[config.mk]
export PLATFORM = sky130hd
export DESIGN_NAME = b2b_spi_top
export DESIGN_NICKNAME = d
export VERILOG_FILES = /design/src/source/b2b_pkg.sv /design/src/source/spi_pin_sync.sv /design/src/source/spi_byte_engine.sv /design/src/source/rx_pattern_checker.sv /design/src/source/tx_pattern_source.sv /design/src/source/b2b_spi_top.sv
export SDC_FILE = /design/constraint.sdc
export NUM_CORES = 1
export LEC_CHECK = 0
export BUFFER_PORTS_ARGS = -buffer_cell sky130_fd_sc_hd__buf_2
export CORE_AREA = 2 2 63 95
export CTS_BUF_LIST = sky130_fd_sc_hd__clkbuf_8 sky130_fd_sc_hd__clkbuf_16
export CTS_CLUSTER_SIZE = 8
export DETAILED_ROUTE_END_ITERATION = 16
export DIE_AREA = 0 0 65 97
export HOLD_SLACK_MARGIN = 0.05
export PLACE_DENSITY_LB_ADDON = 0.2
export SYNTH_ARGS = -nofsm -noshare
export SYNTH_HDL_FRONTEND = slang
export SYNTH_SLANG_ARGS = --single-unit
[constraint.sdc]
create_clock -name clk -period 5.05 [get_ports clk]
set_input_delay 0.2525 -clock clk [delete_from_list [all_inputs] [get_ports clk]]
set_output_delay 0.2525 -clock clk [all_outputs]
set_load 0.02 [all_outputs]
[src/source/b2b_pkg.sv]
package b2b_pkg;

	localparam int BYTE_W = 8;
	localparam int BIT_CNT_W = $clog2(BYTE_W);
	localparam int MATCH_W = 9;  // Wide enough to reach 256

	localparam logic [MATCH_W-1:0] DENSE_THRESHOLD = MATCH_W'(256);
	localparam logic [MATCH_W-1:0] SPARSE_THRESHOLD = MATCH_W'(64);

	// First received byte that switches sparse mode to the +2 convention
	localparam logic [BYTE_W-1:0] OFFSET_MARKER = 8'h02;

	localparam logic [BYTE_W-1:0] DENSE_TX_START = 8'hFF;  // First byte out is FE
	localparam logic [BYTE_W-1:0] SPARSE_TX_START = 8'h01;

	// Raw pads from the connector
	typedef struct packed {
		logic sck;
		logic ssel;  // Active low
		logic mosi;
	} spi_pins_t;

	// Synchronized pins, one-cycle strobes except frame_active and mosi_bit
	typedef struct packed {
		logic sck_rise;
		logic sck_fall;
		logic frame_active;
		logic frame_start;
		logic frame_end;
		logic mosi_bit;
	} spi_events_t;

	typedef struct packed {
		logic valid;  // Single-cycle pulse
		logic [BYTE_W-1:0] data;
	} rx_byte_t;

endpackage

[src/source/spi_pin_sync.sv]
`timescale 1ns/10ps

module spi_pin_sync (
	input  logic                 clk,
	input  logic                 rst_n,
	input  b2b_pkg::spi_pins_t   pins,
	output b2b_pkg::spi_events_t events
);

	logic [2:0] sck_r;
	logic [2:0] ssel_r;
	logic [1:0] mosi_r;

	always_ff @(posedge clk or negedge rst_n) begin
		if (!rst_n) begin
			sck_r <= 3'b000;
			ssel_r <= 3'b111;  // Deselected
		end else begin
			sck_r <= {sck_r[1:0], pins.sck};
			ssel_r <= {ssel_r[1:0], pins.ssel};
		end
	end

	// Data bit has the same two-flop delay as the edge decode
	always_ff @(posedge clk or negedge rst_n) begin
		if (!rst_n) begin
			mosi_r <= 2'b00;
		end else begin
			mosi_r <= {mosi_r[0], pins.mosi};
		end
	end

	always_comb begin
		events.sck_rise = (sck_r[2:1] == 2'b01);
		events.sck_fall = (sck_r[2:1] == 2'b10);
		events.frame_active = ~ssel_r[1];
		events.frame_start = (ssel_r[2:1] == 2'b10);  // ssel falling
		events.frame_end = (ssel_r[2:1] == 2'b01);
		events.mosi_bit = mosi_r[1];
	end

	// Frame edges stay clear of sck edges
	a_frame_edge_sck_quiet: assert property (
		@(posedge clk) disable iff (!rst_n)
		(events.frame_start || events.frame_end) |-> !(events.sck_rise || events.sck_fall)
	);

endmodule

[src/source/spi_byte_engine.sv]
`timescale 1ns/10ps

module spi_byte_engine (
	input  logic                               clk,
	input  logic                               rst_n,
	input  b2b_pkg::spi_events_t               events,
	input  logic [b2b_pkg::BYTE_W-1:0]         tx_data,
	output b2b_pkg::rx_byte_t                  rx,
	output logic                               tx_load,
	output logic                               miso
);

	logic [b2b_pkg::BIT_CNT_W-1:0] bit_cnt;
	logic [b2b_pkg::BYTE_W-1:0] rx_shift;
	logic [b2b_pkg::BYTE_W-1:0] tx_shift;
	logic rx_valid;
	logic bit_in;
	logic bit_out;
	logic last_bit;

	assign bit_in = events.frame_active && events.sck_rise;
	assign bit_out = events.frame_active && events.sck_fall;
	assign last_bit = (bit_cnt == b2b_pkg::BIT_CNT_W'(b2b_pkg::BYTE_W - 1));

	// First fall of a byte fetches the next transmit value
	assign tx_load = bit_out && (bit_cnt == '0);

	always_ff @(posedge clk or negedge rst_n) begin
		if (!rst_n) begin
			bit_cnt <= '0;
		end else if (!events.frame_active) begin
			bit_cnt <= '0;
		end else if (bit_in) begin
			bit_cnt <= bit_cnt + 1'b1;  // Wraps after bit 7
		end
	end

	// MSB first
	always_ff @(posedge clk) begin
		if (bit_in) begin
			rx_shift <= {rx_shift[b2b_pkg::BYTE_W-2:0], events.mosi_bit};
		end
	end

	always_ff @(posedge clk or negedge rst_n) begin
		if (!rst_n) begin
			rx_valid <= 1'b0;
		end else begin
			rx_valid <= bit_in && last_bit;  // Lands with the final shift
		end
	end

	assign rx.valid = rx_valid;
	assign rx.data = rx_shift;

	// Idle line is high until the first load
	always_ff @(posedge clk or negedge rst_n) begin
		if (!rst_n) begin
			tx_shift <= '1;
		end else if (tx_load) begin
			tx_shift <= tx_data;
		end else if (bit_out) begin
			tx_shift <= {tx_shift[b2b_pkg::BYTE_W-2:0], 1'b0};
		end
	end

	assign miso = tx_shift[b2b_pkg::BYTE_W-1];

	// Frames close on a byte boundary
	a_frame_end_aligned: assert property (
		@(posedge clk) disable iff (!rst_n)
		events.frame_end |-> (bit_cnt == '0)
	);

endmodule

[src/source/rx_pattern_checker.sv]
`timescale 1ns/10ps

module rx_pattern_checker (
	input  logic              clk,
	input  logic              rst_n,
	input  logic              mode,
	input  b2b_pkg::rx_byte_t rx,
	output logic              offset_mode,
	output logic              link_ok
);

	logic [b2b_pkg::BYTE_W-1:0] byte_cnt;
	logic [b2b_pkg::BYTE_W-1:0] offset;
	logic [b2b_pkg::BYTE_W-1:0] expected;
	logic [b2b_pkg::MATCH_W-1:0] match_cnt;
	logic [b2b_pkg::MATCH_W-1:0] threshold;
	logic first_marker;
	logic match;

	always_comb begin
		first_marker = !mode && (byte_cnt == '0) && (rx.data == b2b_pkg::OFFSET_MARKER);

		// Byte 0 in offset mode is the marker itself, so offset equals marker
		if (mode) begin
			offset = '0;
		end else if (offset_mode || first_marker) begin
			offset = b2b_pkg::OFFSET_MARKER;
		end else begin
			offset = b2b_pkg::BYTE_W'(1);
		end

		expected = byte_cnt + offset;  // Mod 256
		match = rx.valid && (rx.data == expected);
		threshold = mode ? b2b_pkg::DENSE_THRESHOLD : b2b_pkg::SPARSE_THRESHOLD;
	end

	// Counts persist across frames
	always_ff @(posedge clk or negedge rst_n) begin
		if (!rst_n) begin
			byte_cnt <= '0;
			offset_mode <= 1'b0;
		end else if (rx.valid) begin
			byte_cnt <= byte_cnt + 1'b1;
			if (first_marker) begin
				offset_mode <= 1'b1;
			end
		end
	end

	always_ff @(posedge clk or negedge rst_n) begin
		if (!rst_n) begin
			match_cnt <= '0;
		end else if (match && (match_cnt != '1)) begin
			match_cnt <= match_cnt + 1'b1;  // Saturates
		end
	end

	always_ff @(posedge clk or negedge rst_n) begin
		if (!rst_n) begin
			link_ok <= 1'b0;
		end else if (match_cnt >= threshold) begin
			link_ok <= 1'b1;
		end
	end

	// Pass only with a full count for the current mode
	a_link_ok_counted: assert property (
		@(posedge clk) disable iff (!rst_n)
		link_ok |-> (match_cnt >= threshold)
	);

endmodule

[src/source/tx_pattern_source.sv]
`timescale 1ns/10ps

module tx_pattern_source (
	input  logic                       clk,
	input  logic                       rst_n,
	input  logic                       mode,
	input  logic                       tx_load,
	input  logic                       offset_mode,
	input  logic                       link_ok,
	input  b2b_pkg::rx_byte_t          rx,
	output logic [b2b_pkg::BYTE_W-1:0] tx_data
);

	logic [b2b_pkg::BYTE_W-1:0] dense_reg;
	logic [b2b_pkg::BYTE_W-1:0] dense_tx;
	logic [b2b_pkg::BYTE_W-1:0] sparse_cnt;

	// Offered value is one below the register, so FE goes out first
	assign dense_tx = dense_reg - 1'b1;

	always_ff @(posedge clk or negedge rst_n) begin
		if (!rst_n) begin
			dense_reg <= b2b_pkg::DENSE_TX_START;
		end else if (mode && tx_load) begin
			dense_reg <= dense_tx;
		end
	end

	// Holds at its start value until the link passes
	always_ff @(posedge clk or negedge rst_n) begin
		if (!rst_n) begin
			sparse_cnt <= b2b_pkg::SPARSE_TX_START;
		end else if (offset_mode && !link_ok) begin
			sparse_cnt <= b2b_pkg::OFFSET_MARKER;  // Offset start is 2
		end else if (link_ok && rx.valid) begin
			sparse_cnt <= sparse_cnt + 1'b1;
		end
	end

	assign tx_data = mode ? dense_tx : sparse_cnt;

endmodule

[src/source/b2b_spi_top.sv]
`timescale 1ns/10ps

module b2b_spi_top (
	input  logic               clk,
	input  logic               rst_n,
	input  logic               mode,  // 1 dense, 0 sparse
	input  b2b_pkg::spi_pins_t pins,
	output logic               miso,
	output logic               link_ok
);

	b2b_pkg::spi_events_t events;
	b2b_pkg::rx_byte_t rx;
	logic tx_load;
	logic [b2b_pkg::BYTE_W-1:0] tx_data;
	logic offset_mode;

	spi_pin_sync i_pin_sync (
		.clk    (clk),
		.rst_n  (rst_n),
		.pins   (pins),
		.events (events)
	);

	spi_byte_engine i_byte_engine (
		.clk     (clk),
		.rst_n   (rst_n),
		.events  (events),
		.tx_data (tx_data),
		.rx      (rx),
		.tx_load (tx_load),
		.miso    (miso)
	);

	rx_pattern_checker i_rx_checker (
		.clk         (clk),
		.rst_n       (rst_n),
		.mode        (mode),
		.rx          (rx),
		.offset_mode (offset_mode),
		.link_ok     (link_ok)
	);

	tx_pattern_source i_tx_source (
		.clk         (clk),
		.rst_n       (rst_n),
		.mode        (mode),
		.tx_load     (tx_load),
		.offset_mode (offset_mode),
		.link_ok     (link_ok),
		.rx          (rx),
		.tx_data     (tx_data)
	);

endmodule

**After elaboration in Yosys (flattened, before gate mapping)**

Index checks and enable logic that the tools add are counted.
W data, S select, Z words.

- Register bits: 62
- Output and inout port bits: 2
- Word-level logic and storage cells: 57

- $add $sub $neg: 6
- Magnitude comparators: 1
- Eq/ne operators: 6
- Multiplexer cells: 10
- Bitwise gates (word level): 1
- Reduce and logical (&&, ||, !) cells: 20

Operators by type and width:

| operator | number |
|---|---|
| $mux W8 | 5 |
| $add A8 B1 Y8 const B | 2 |
| $logic_and A1 B1 Y1 | 11 |
| $add A9 B1 Y9 const B | 1 |
| $ge A9 B9 Y1 | 1 |
| $mux W9 | 1 |
| $ne A9 B9 Y1 const B | 1 |
| $add A8 B2 Y8 | 1 |
| $eq A8 B2 Y1 const B | 1 |
| $eq A8 B8 Y1 | 1 |
| $logic_not A8 Y1 | 1 |
| $sub A8 B1 Y8 const B | 1 |
| $mux W3 | 2 |
| $reduce_bool A2 Y1 | 3 |
| $mux W2 | 2 |
| $add A3 B1 Y3 const B | 1 |
| $eq A3 B3 Y1 const B | 1 |
| $logic_not A3 Y1 | 1 |
| $eq A2 B1 Y1 const B | 1 |
| $eq A2 B2 Y1 const B | 1 |
| $logic_not A1 Y1 | 2 |
| $reduce_and A2 Y1 | 1 |
| $logic_or A1 B1 Y1 | 1 |
| $not A1 Y1 | 1 |

**Depth between registers and ports, before layout**

Gate-level depths: netlist (run 1).

- Word-level depth: 10
- Mapped depth: 13
- Mapped depth without buffers: 13

**Modules after synthesis**

A second synthesis (run 1) with hierarchy kept.

- Cells, all modules: 307
- Area, all modules: 3394.5 um^2

By module, submodules not included:

| module | times used | cells an instance | area each (um^2) | seq. area each (um^2) |
|---|---|---|---|---|
| rx_pattern_checker | 1 | 130 | 1330.0 | 475.5 |
| tx_pattern_source | 1 | 102 | 957.2 | 411.6 |
| spi_byte_engine | 1 | 61 | 862.1 | 550.5 |
| spi_pin_sync | 1 | 14 | 245.2 | 203.9 |

**Least setup slack after synthesis (run 1)**

No wires, ideal clock.

- Path type: register to register
- From: register i_rx_checker.byte_cnt[1] (netlist bit)
- To: register i_rx_checker.match_cnt[1] (netlist bit)
- Arrival time: 3.116 ns
- Required time: 4.925 ns
- Slack: 1.809 ns
- Cell stages (with the launch flop): 14
- Buffers on the path: 0
- Path through: dfrtp_1 -> inv_1 -> ha_1 -> nor4b_1 -> a41oi_1 -> and2_1 -> ha_1 -> inv_1 -> fa_1 -> xnor2_1 -> nor4b_1 -> nand3_1 -> a211oi_2 -> mux2_2

- Word-level cells in the longest chain between the ends: 10

Ends and longest elaborated chain:

| element | RTL line | text |
|---|---|---|
| start, declared | rx_pattern_checker.sv:12 | `logic [b2b_pkg::BYTE_W-1:0] byte_cnt;` |
| start signal, assigned | rx_pattern_checker.sv:43 | `byte_cnt <= byte_cnt + 1'b1;` |
| $logic_not A8 Y1 | rx_pattern_checker.sv:21 | `first_marker = !mode && (byte_cnt == '0) && (rx.data == b2b_pkg::OFFSET_MARKER);` |
| $logic_and A1 B1 Y1 (2 in series) | rx_pattern_checker.sv:21 |  |
| $logic_or A1 B1 Y1 | rx_pattern_checker.sv:26 | `end else if (offset_mode \|\| first_marker) begin` |
| $mux W2 | rx_pattern_checker.sv:26 |  |
| $mux W2 | rx_pattern_checker.sv:24 | `if (mode) begin` |
| $add A8 B2 Y8 (*) | rx_pattern_checker.sv:32 | `expected = byte_cnt + offset;` |
| $eq A8 B8 Y1 (*) | rx_pattern_checker.sv:33 | `match = rx.valid && (rx.data == expected);` |
| $logic_and A1 B1 Y1 (*) | rx_pattern_checker.sv:33 |  |
| $logic_and A1 B1 Y1 (*) | rx_pattern_checker.sv:53 | `end else if (match && (match_cnt != '1)) begin` |
| end signal, assigned | rx_pattern_checker.sv:54 | `match_cnt <= match_cnt + 1'b1;` |
| end, declared | rx_pattern_checker.sv:15 | `logic [b2b_pkg::MATCH_W-1:0] match_cnt;` |

Every way passes the cells marked *; elsewhere a longest branch is shown, timed or not.
A chain may end at the register's enable or synchronous reset.

**Final worst setup path (run 1)**

- From: register i_rx_checker.byte_cnt[0] (netlist bit)
- To: register i_rx_checker.match_cnt[1] (netlist bit)

Same word-level chain as after synthesis.

==> reports/results.tsv, run 1 <==
metric	value	unit
status	finished, final reports clean	
Post-CTS Repair Setup Buffers	0	
critical path startpoint category	register	
maximum vdd drop	0.3417	mV
later-pin clock latency in the skew report	0.34	ns
Post-synth EDFFs	8	
fillcell total	452	
Leakage	1.505	nW
main flop type after synthesis	dfrtp_1	
H-tree depth	3	
clock period minus worst slack	3.591	ns
hold path start	mode	
CTS root buf	clkbuf_8	
Slew @ Worst Pin	0.6832	ns
largest reg by FF count	i_rx_checker.match_cnt	
Max Buffers Root-to-Sink	2	
Synth Register Bits	62	
largest net degree at the start of global routing	55	
Row Count	33	
first-pass GRT wire length	10030	um
max_cap viols	0	
CP Max Fanout	6	
worst reg2reg path startpoint	i_rx_checker.byte_cnt[0]	
Final #Nets	326	
die width	65	um
Via-to-Cell Ratio	5.687	
Synth area leaders	dfrtp_1 27%, dfstp_2 16%, edfxtp_1 7.5%	
Req. time, crit path	5.27	ns
post-route ant nets	0	
port bufs	7	
layout cell share with drive strength beyond 1	17.42	%
Worst EP arrival	3.81	ns
async set or reset register ratio after synthesis	87.10	%
GRT Overall Usage	20.78	%
Final Max Tran Viols	0	
post-synth top area share	27.31	%
register area share after synthesis	50.37	%
worst hold path class	in -> reg	
Clock transition at path regs	0.07	ns
post-synth net total	312	
vias in the first global route	2171	
Syn Inst Count	291	
vias	2161	
CTS tree	built	
post-synth cell types	50	
core area	5409	um^2
endpoints failing setup	0	
Starting Density	59.29	%
DRT Pass-1 Iters	4	
Hold WS	0.3422	ns
hold_buf cts	4	
max FFs per register	9	
final hold violations	0	
synthesized area	3207	um^2
syn_area_per_cell	11.02	um^2
yosys warns	0	
Die Span Y	97	um
full die area	6305	um^2
Area Growth Syn to Fin	11.12	%
CP Capture Type	register	
highest clock rate	0.2785	GHz
CTS resizes	0	
routability cong.	0.8274	
Power Total	1.332	mW
Slew Limit Headroom	54.46	%
n_diodes	0	
GRT overflow	0	
post-route DRC violation count	0	
clk_skew	0.01005	ns
unrepaired setup endpoints after global routing	false	
Post-Route WL	5833	um
origin of the worst setup path	i_rx_checker.byte_cnt[0]	
DPL Wire Length	4121	um
biggest area consumer among synthesized cells	dfrtp_1	
Cell Pwr Density	373.8	nW/um^2
sum of negative setup slack	0	ns
TritonCTS buffer count	9	
period utilization	71.10	%
DRT iter0 DRCs	108	
Clock Sinks	62	
initial antenna violation count	0	
Avg WL per Cell	15.35	um
io pins	8	
WS Path Type	reg -> reg	
-- final timing paths --
kind	endpoint	slack, ns	cells after the start
hold reg to reg	i_pin_sync.mosi_r[1]	0.35	0
max in group asynchronous	i_tx_source.sparse_cnt[4]	4.02	3
setup / recovery	i_rx_checker.match_cnt[1]	1.46	13
hold / removal	i_tx_source.dense_reg[4]	0.34	3
min in group asynchronous	i_rx_checker.byte_cnt[7]	0.55	3
setup reg to reg	i_rx_checker.match_cnt[1]	1.46	13
-- layout by cell type, fill, tap and decap left out, types with 2 or more instances in the layout --
cell            n
ha_1           14
nand2b_1        2
xnor2_1        23
dfrtp_1        35
clkbuf_8       10
xor2_1         13
mux2i_1         6
inv_1          16
dlygate4sd3_1   4
nor4_1          4
o21ai_0        13
nand3_1        21
nor2_1         19
bufinv_16       2
and4_1          2
nor3b_1         2
a2111oi_1       5
edfxtp_1        8
nor4b_1         3
o22ai_1         8
nand3b_1        4
and2_1          3
mux2_2          2
o211ai_1        2
buf_4           2
a21oi_1         8
and3_1          2
nand4_1         6
dfstp_2        19
nand2_1        22
buf_2           7
-- cell usage after synthesis (all sizes together) (3+ instances only) --
cell type and n:
a2111oi 6, a21oi 9, and2 3, buf 3, clkbuf 7, dfrtp 35
dfstp 19, edfxtp 8, ha 14, inv 15, mux2i 6, nand2 22
nand3 22, nand3b 4, nand4 6, nor2 19, nor4 5, nor4b 3
o21ai 13, o22ai 8, xnor2 24, xor2 13
-- worst max-delay path, cell delays in order (launching register included) --
cell and delay (ns):
dfrtp_1 0.46, inv_1 0.07, ha_1 0.18, nor4b_1 0.13
a41oi_1 0.31, and2_1 0.18, ha_1 0.18, inv_1 0.06
fa_1 0.43, xnor2_1 0.19, xnor2_1 0.37, nand3_1 0.21
a211oi_2 0.31, mux2_2 0.38
-- area by class of cell --
| class | instances | area (um^2) | area share, % |
|---|---|---|---|
| Sequential cell | 62 | 1615 | 45.33 |
| Inverter | 15 | 56.30 | 1.580 |
| Clock buffer | 10 | 137.6 | 3.862 |
| Timing Repair Buffer | 13 | 90.09 | 2.528 |
| Tap cell | 70 | 87.58 | 2.458 |
| Multi-Input combinational cell | 204 | 1490 | 41.82 |
| Clock inverter | 6 | 86.33 | 2.423 |
-- logic make-up (layout without fill, tap and decap cells) --
group / after synthesis / count (layout) / share of synthesized area [%]
flip-flops: 62 / 62 / 50.37
AND/OR/NAND/NOR: 98 / 98 / 17.13
XOR/XNOR: 37 / 37 / 10.34
multiplexers: 8 / 8 / 2.575
buffers and inverters: 25 / 44 / 3.160
AO/OA/AOI/OAI: 46 / 46 / 10.34
adder cells (fa/ha/maj): 15 / 15 / 6.087
-- through the flow --
step | util (%) | std cells | setup WS, ns | cell area (um^2)
after floorplan | - | 291 | 1.809 | 3207
after global placement | 61.00 | 360 | 1.552 | 3299
after detailed placement | 61.00 | 360 | 1.469 | 3299
after CTS | 65.88 | 380 | 1.437 | 3563
after global routing | 65.88 | 380 | 1.260 | 3563
final | 65.88 | 380 | 1.459 | 3563
-- power breakdown --
group | leakage (nW) | internal (mW) | total (mW) | switching (mW)
clock network | 0.114 | 0.291 | 0.489 | 0.199
logic | 0.657 | 0.0964 | 0.194 | 0.0978
registers | 0.734 | 0.600 | 0.649 | 0.0486
total | 1.51 | 0.987 | 1.33 | 0.345
-- per-layer routing --
layer | vias up | wire [um] | track usage [%]
li1 | 1055 | - | -
met1 | 1064 | 2390 | 23.83
met2 | 32 | 3186 | 35.69
met3 | 10 | 159 | 5.349
met4 | 0 | 96 | 9.165
met5 | - | 0 | 0
(Power assumes the default switching activity.)
==> run 2, diff against run 1 <==
Settings changed: CORE_AREA 2 2 63 95 to 2 2 65 98, DIE_AREA 0 0 65 97 to 0 0 67 100.
Clock period 5.05 ns to 3.2 ns, I/O delays scaled along.
==> reports/results.tsv, run 2 (synthesis results as in run 1) <==
metric	value	unit	change
worst slack at placement	-0.1387	ns	was 1.469 ns
Leakage	1.705	nW	was 1.505 nW
max_cap viols	0		unchanged
highest clock rate	0.2962	GHz	was 0.2785 GHz
initial antenna violation count	0		unchanged
Area Growth Syn to Fin	25.95	%	was 11.12%
period utilization	105.5	%	was 71.10%
Clock transition at path regs	0.07	ns	about the same
TritonCTS buffer count	9		unchanged
DRT iter0 DRCs	58		was 108
most frequent cells in the layout	35 x dfrtp_1, 34 x buf_4, 22 x xnor2_1		was 35 x dfrtp_1, 23 x xnor2_1, 22 x nand2_1
post-route DRC violation count	0		unchanged
post-route ant nets	0		unchanged
CP Max Fanout	3		was 6
status	finished, violations left		was finished, final reports clean
Hold WS	0.3119	ns	was 0.3422 ns
CP Capture Type	register		unchanged
Max Buffers Root-to-Sink	2		unchanged
worst hold path class	in -> reg		unchanged
die width	67	um	was 65 um
most common cell after layout, fill and taps aside	dfrtp_1		unchanged
Cell Pwr Density	554.9	nW/um^2	was 373.8 nW/um^2
vias	2316		was 2,161
Starting Density	53.84	%	was 59.29%
Cell Count, Final, Fillers Out	417		was 380
final critical-path setup slack	-0.1764	ns	was 1.459 ns
GRT overflow	0		unchanged
CTS root buf	clkbuf_8		unchanged
GRT Overall Usage	22.40	%	was 20.78%
routability cong.	0.8078		was 0.8274
Layout Utilization	67.82	%	was 65.88%
Worst EP arrival	3.60	ns	was 3.81 ns
n_diodes	0		unchanged
Slew @ Worst Pin	0.9296	ns	was 0.6832 ns
DPL Wire Length	4623	um	was 4121 um
clk_skew	0.007558	ns	was 0.01005 ns
final hold violations	0		unchanged
io pins	8		unchanged
H-tree depth	3		unchanged
maximum vdd drop	0.5312	mV	was 0.3417 mV
Final Max Tran Viols	0		unchanged
Clock Sinks	62		unchanged
Cells after DPL	392		was 360
first-pass GRT wire length	11160	um	was 10,030 um
max FFs per register	9		unchanged
Req. time, crit path	3.42	ns	was 5.27 ns
Row Count	35		was 33
Slew Limit Headroom	38.03	%	was 54.46%
largest net degree at the start of global routing	41		was 55
CTS tree	built		unchanged
Via-to-Cell Ratio	5.554		was 5.687
DRT Pass-1 Iters	4		unchanged
core area	5956	um^2	was 5409 um^2
Post-Route WL	6540	um	was 5833 um
R2R Setup Slk	-0.18	ns	was 1.46 ns
critical path startpoint category	register		unchanged
failing checks	negative setup slack		
largest reg by FF count	i_rx_checker.match_cnt		unchanged
layout cell share with drive strength beyond 1	30.61	%	was 17.42%
vias in the first global route	2520		was 2,171
WS Path Type	reg -> reg		unchanged
sum of negative setup slack	-0.8690	ns	was 0 ns
later-pin clock latency in the skew report	0.34	ns	about the same
unrepaired setup endpoints after global routing	true		was false
Avg WL per Cell	15.68	um	was 15.35 um
full die area	6700	um^2	was 6305 um^2
clock period minus worst slack	3.376	ns	was 3.591 ns
endpoints failing setup	8		was 0
port bufs	7		unchanged
Die Span Y	100	um	was 97 um
Final #Nets	359		was 326
## run 2: final timing paths
check	startpoint	end	depth (start not counted)
worst min-delay path	mode	i_tx_source.dense_reg[4]	4
worst min register to register	i_pin_sync.mosi_r[0]	i_pin_sync.mosi_r[1]	0
min in group asynchronous	rst_n	i_byte_engine.rx_valid	2
max in group asynchronous	rst_n	i_tx_source.sparse_cnt[0]	3
worst max-delay path	i_byte_engine.rx_shift[6]	i_rx_checker.match_cnt[1]	12
worst max register to register	i_byte_engine.rx_shift[6]	i_rx_checker.match_cnt[1]	12
## run 2: worst max-delay path: stages (launching register included)
cell and delay, ns:
edfxtp_1 0.45, nor4_4 0.31, buf_4 0.17, a41oi_4 0.13, and2_1 0.17, ha_2 0.17, inv_2 0.05, fa_1 0.39
xnor2_1 0.14, nor4b_2 0.43, nand3_2 0.17, a211oi_4 0.34, mux2_4 0.33
## run 2: per-stage QoR
stage / instance area (um^2) / power [mW]
2_1_floorplan: 3213 / 1.264
3_3_place_gp: 3521 / 1.341
3_5_place_dp: 3521 / 1.358
4_1_cts: 3877 / 2.264
5_1_grt: 4039 / 2.356
6_report: 4039 / 2.241
## run 2: routing by layer
metal,vias to the layer above,track usage (%),share of wire [%]
met4,0,11.15,3.5
li1,1130,-,-
met2,35,38.69,53
met1,1129,24.66,40
met5,-,0,0
met3,22,6.054,3.0
## run 2: timing repair
action,4_1_cts,5_1_grt
hold buffers,4,0
buffers inserted,1,4
pin swaps,3,11
hold endpoints to repair,24,0
gates resized for setup,7,18
endpoints found under the setup margin,5,9
## run 2: power breakdown
part           leakage [nW]  internal, mW  total [mW]  switching [mW]
Sequential            0.734         0.947        1.02          0.0773
Clock                 0.132         0.569       0.889           0.321
Combinational         0.840         0.161       0.328           0.167
Total                  1.71          1.68        2.24           0.565
## run 2: area by class of cell
class                      instances  area (um^2)
inverter                          15        56.30
clock inverter                     6        116.4
timing repair buffer              46        350.3
fill                             474         1917
sequential                        62         1615
tap                               74        92.59
clock buffer                      10        148.9
multi-input combinational        204         1659
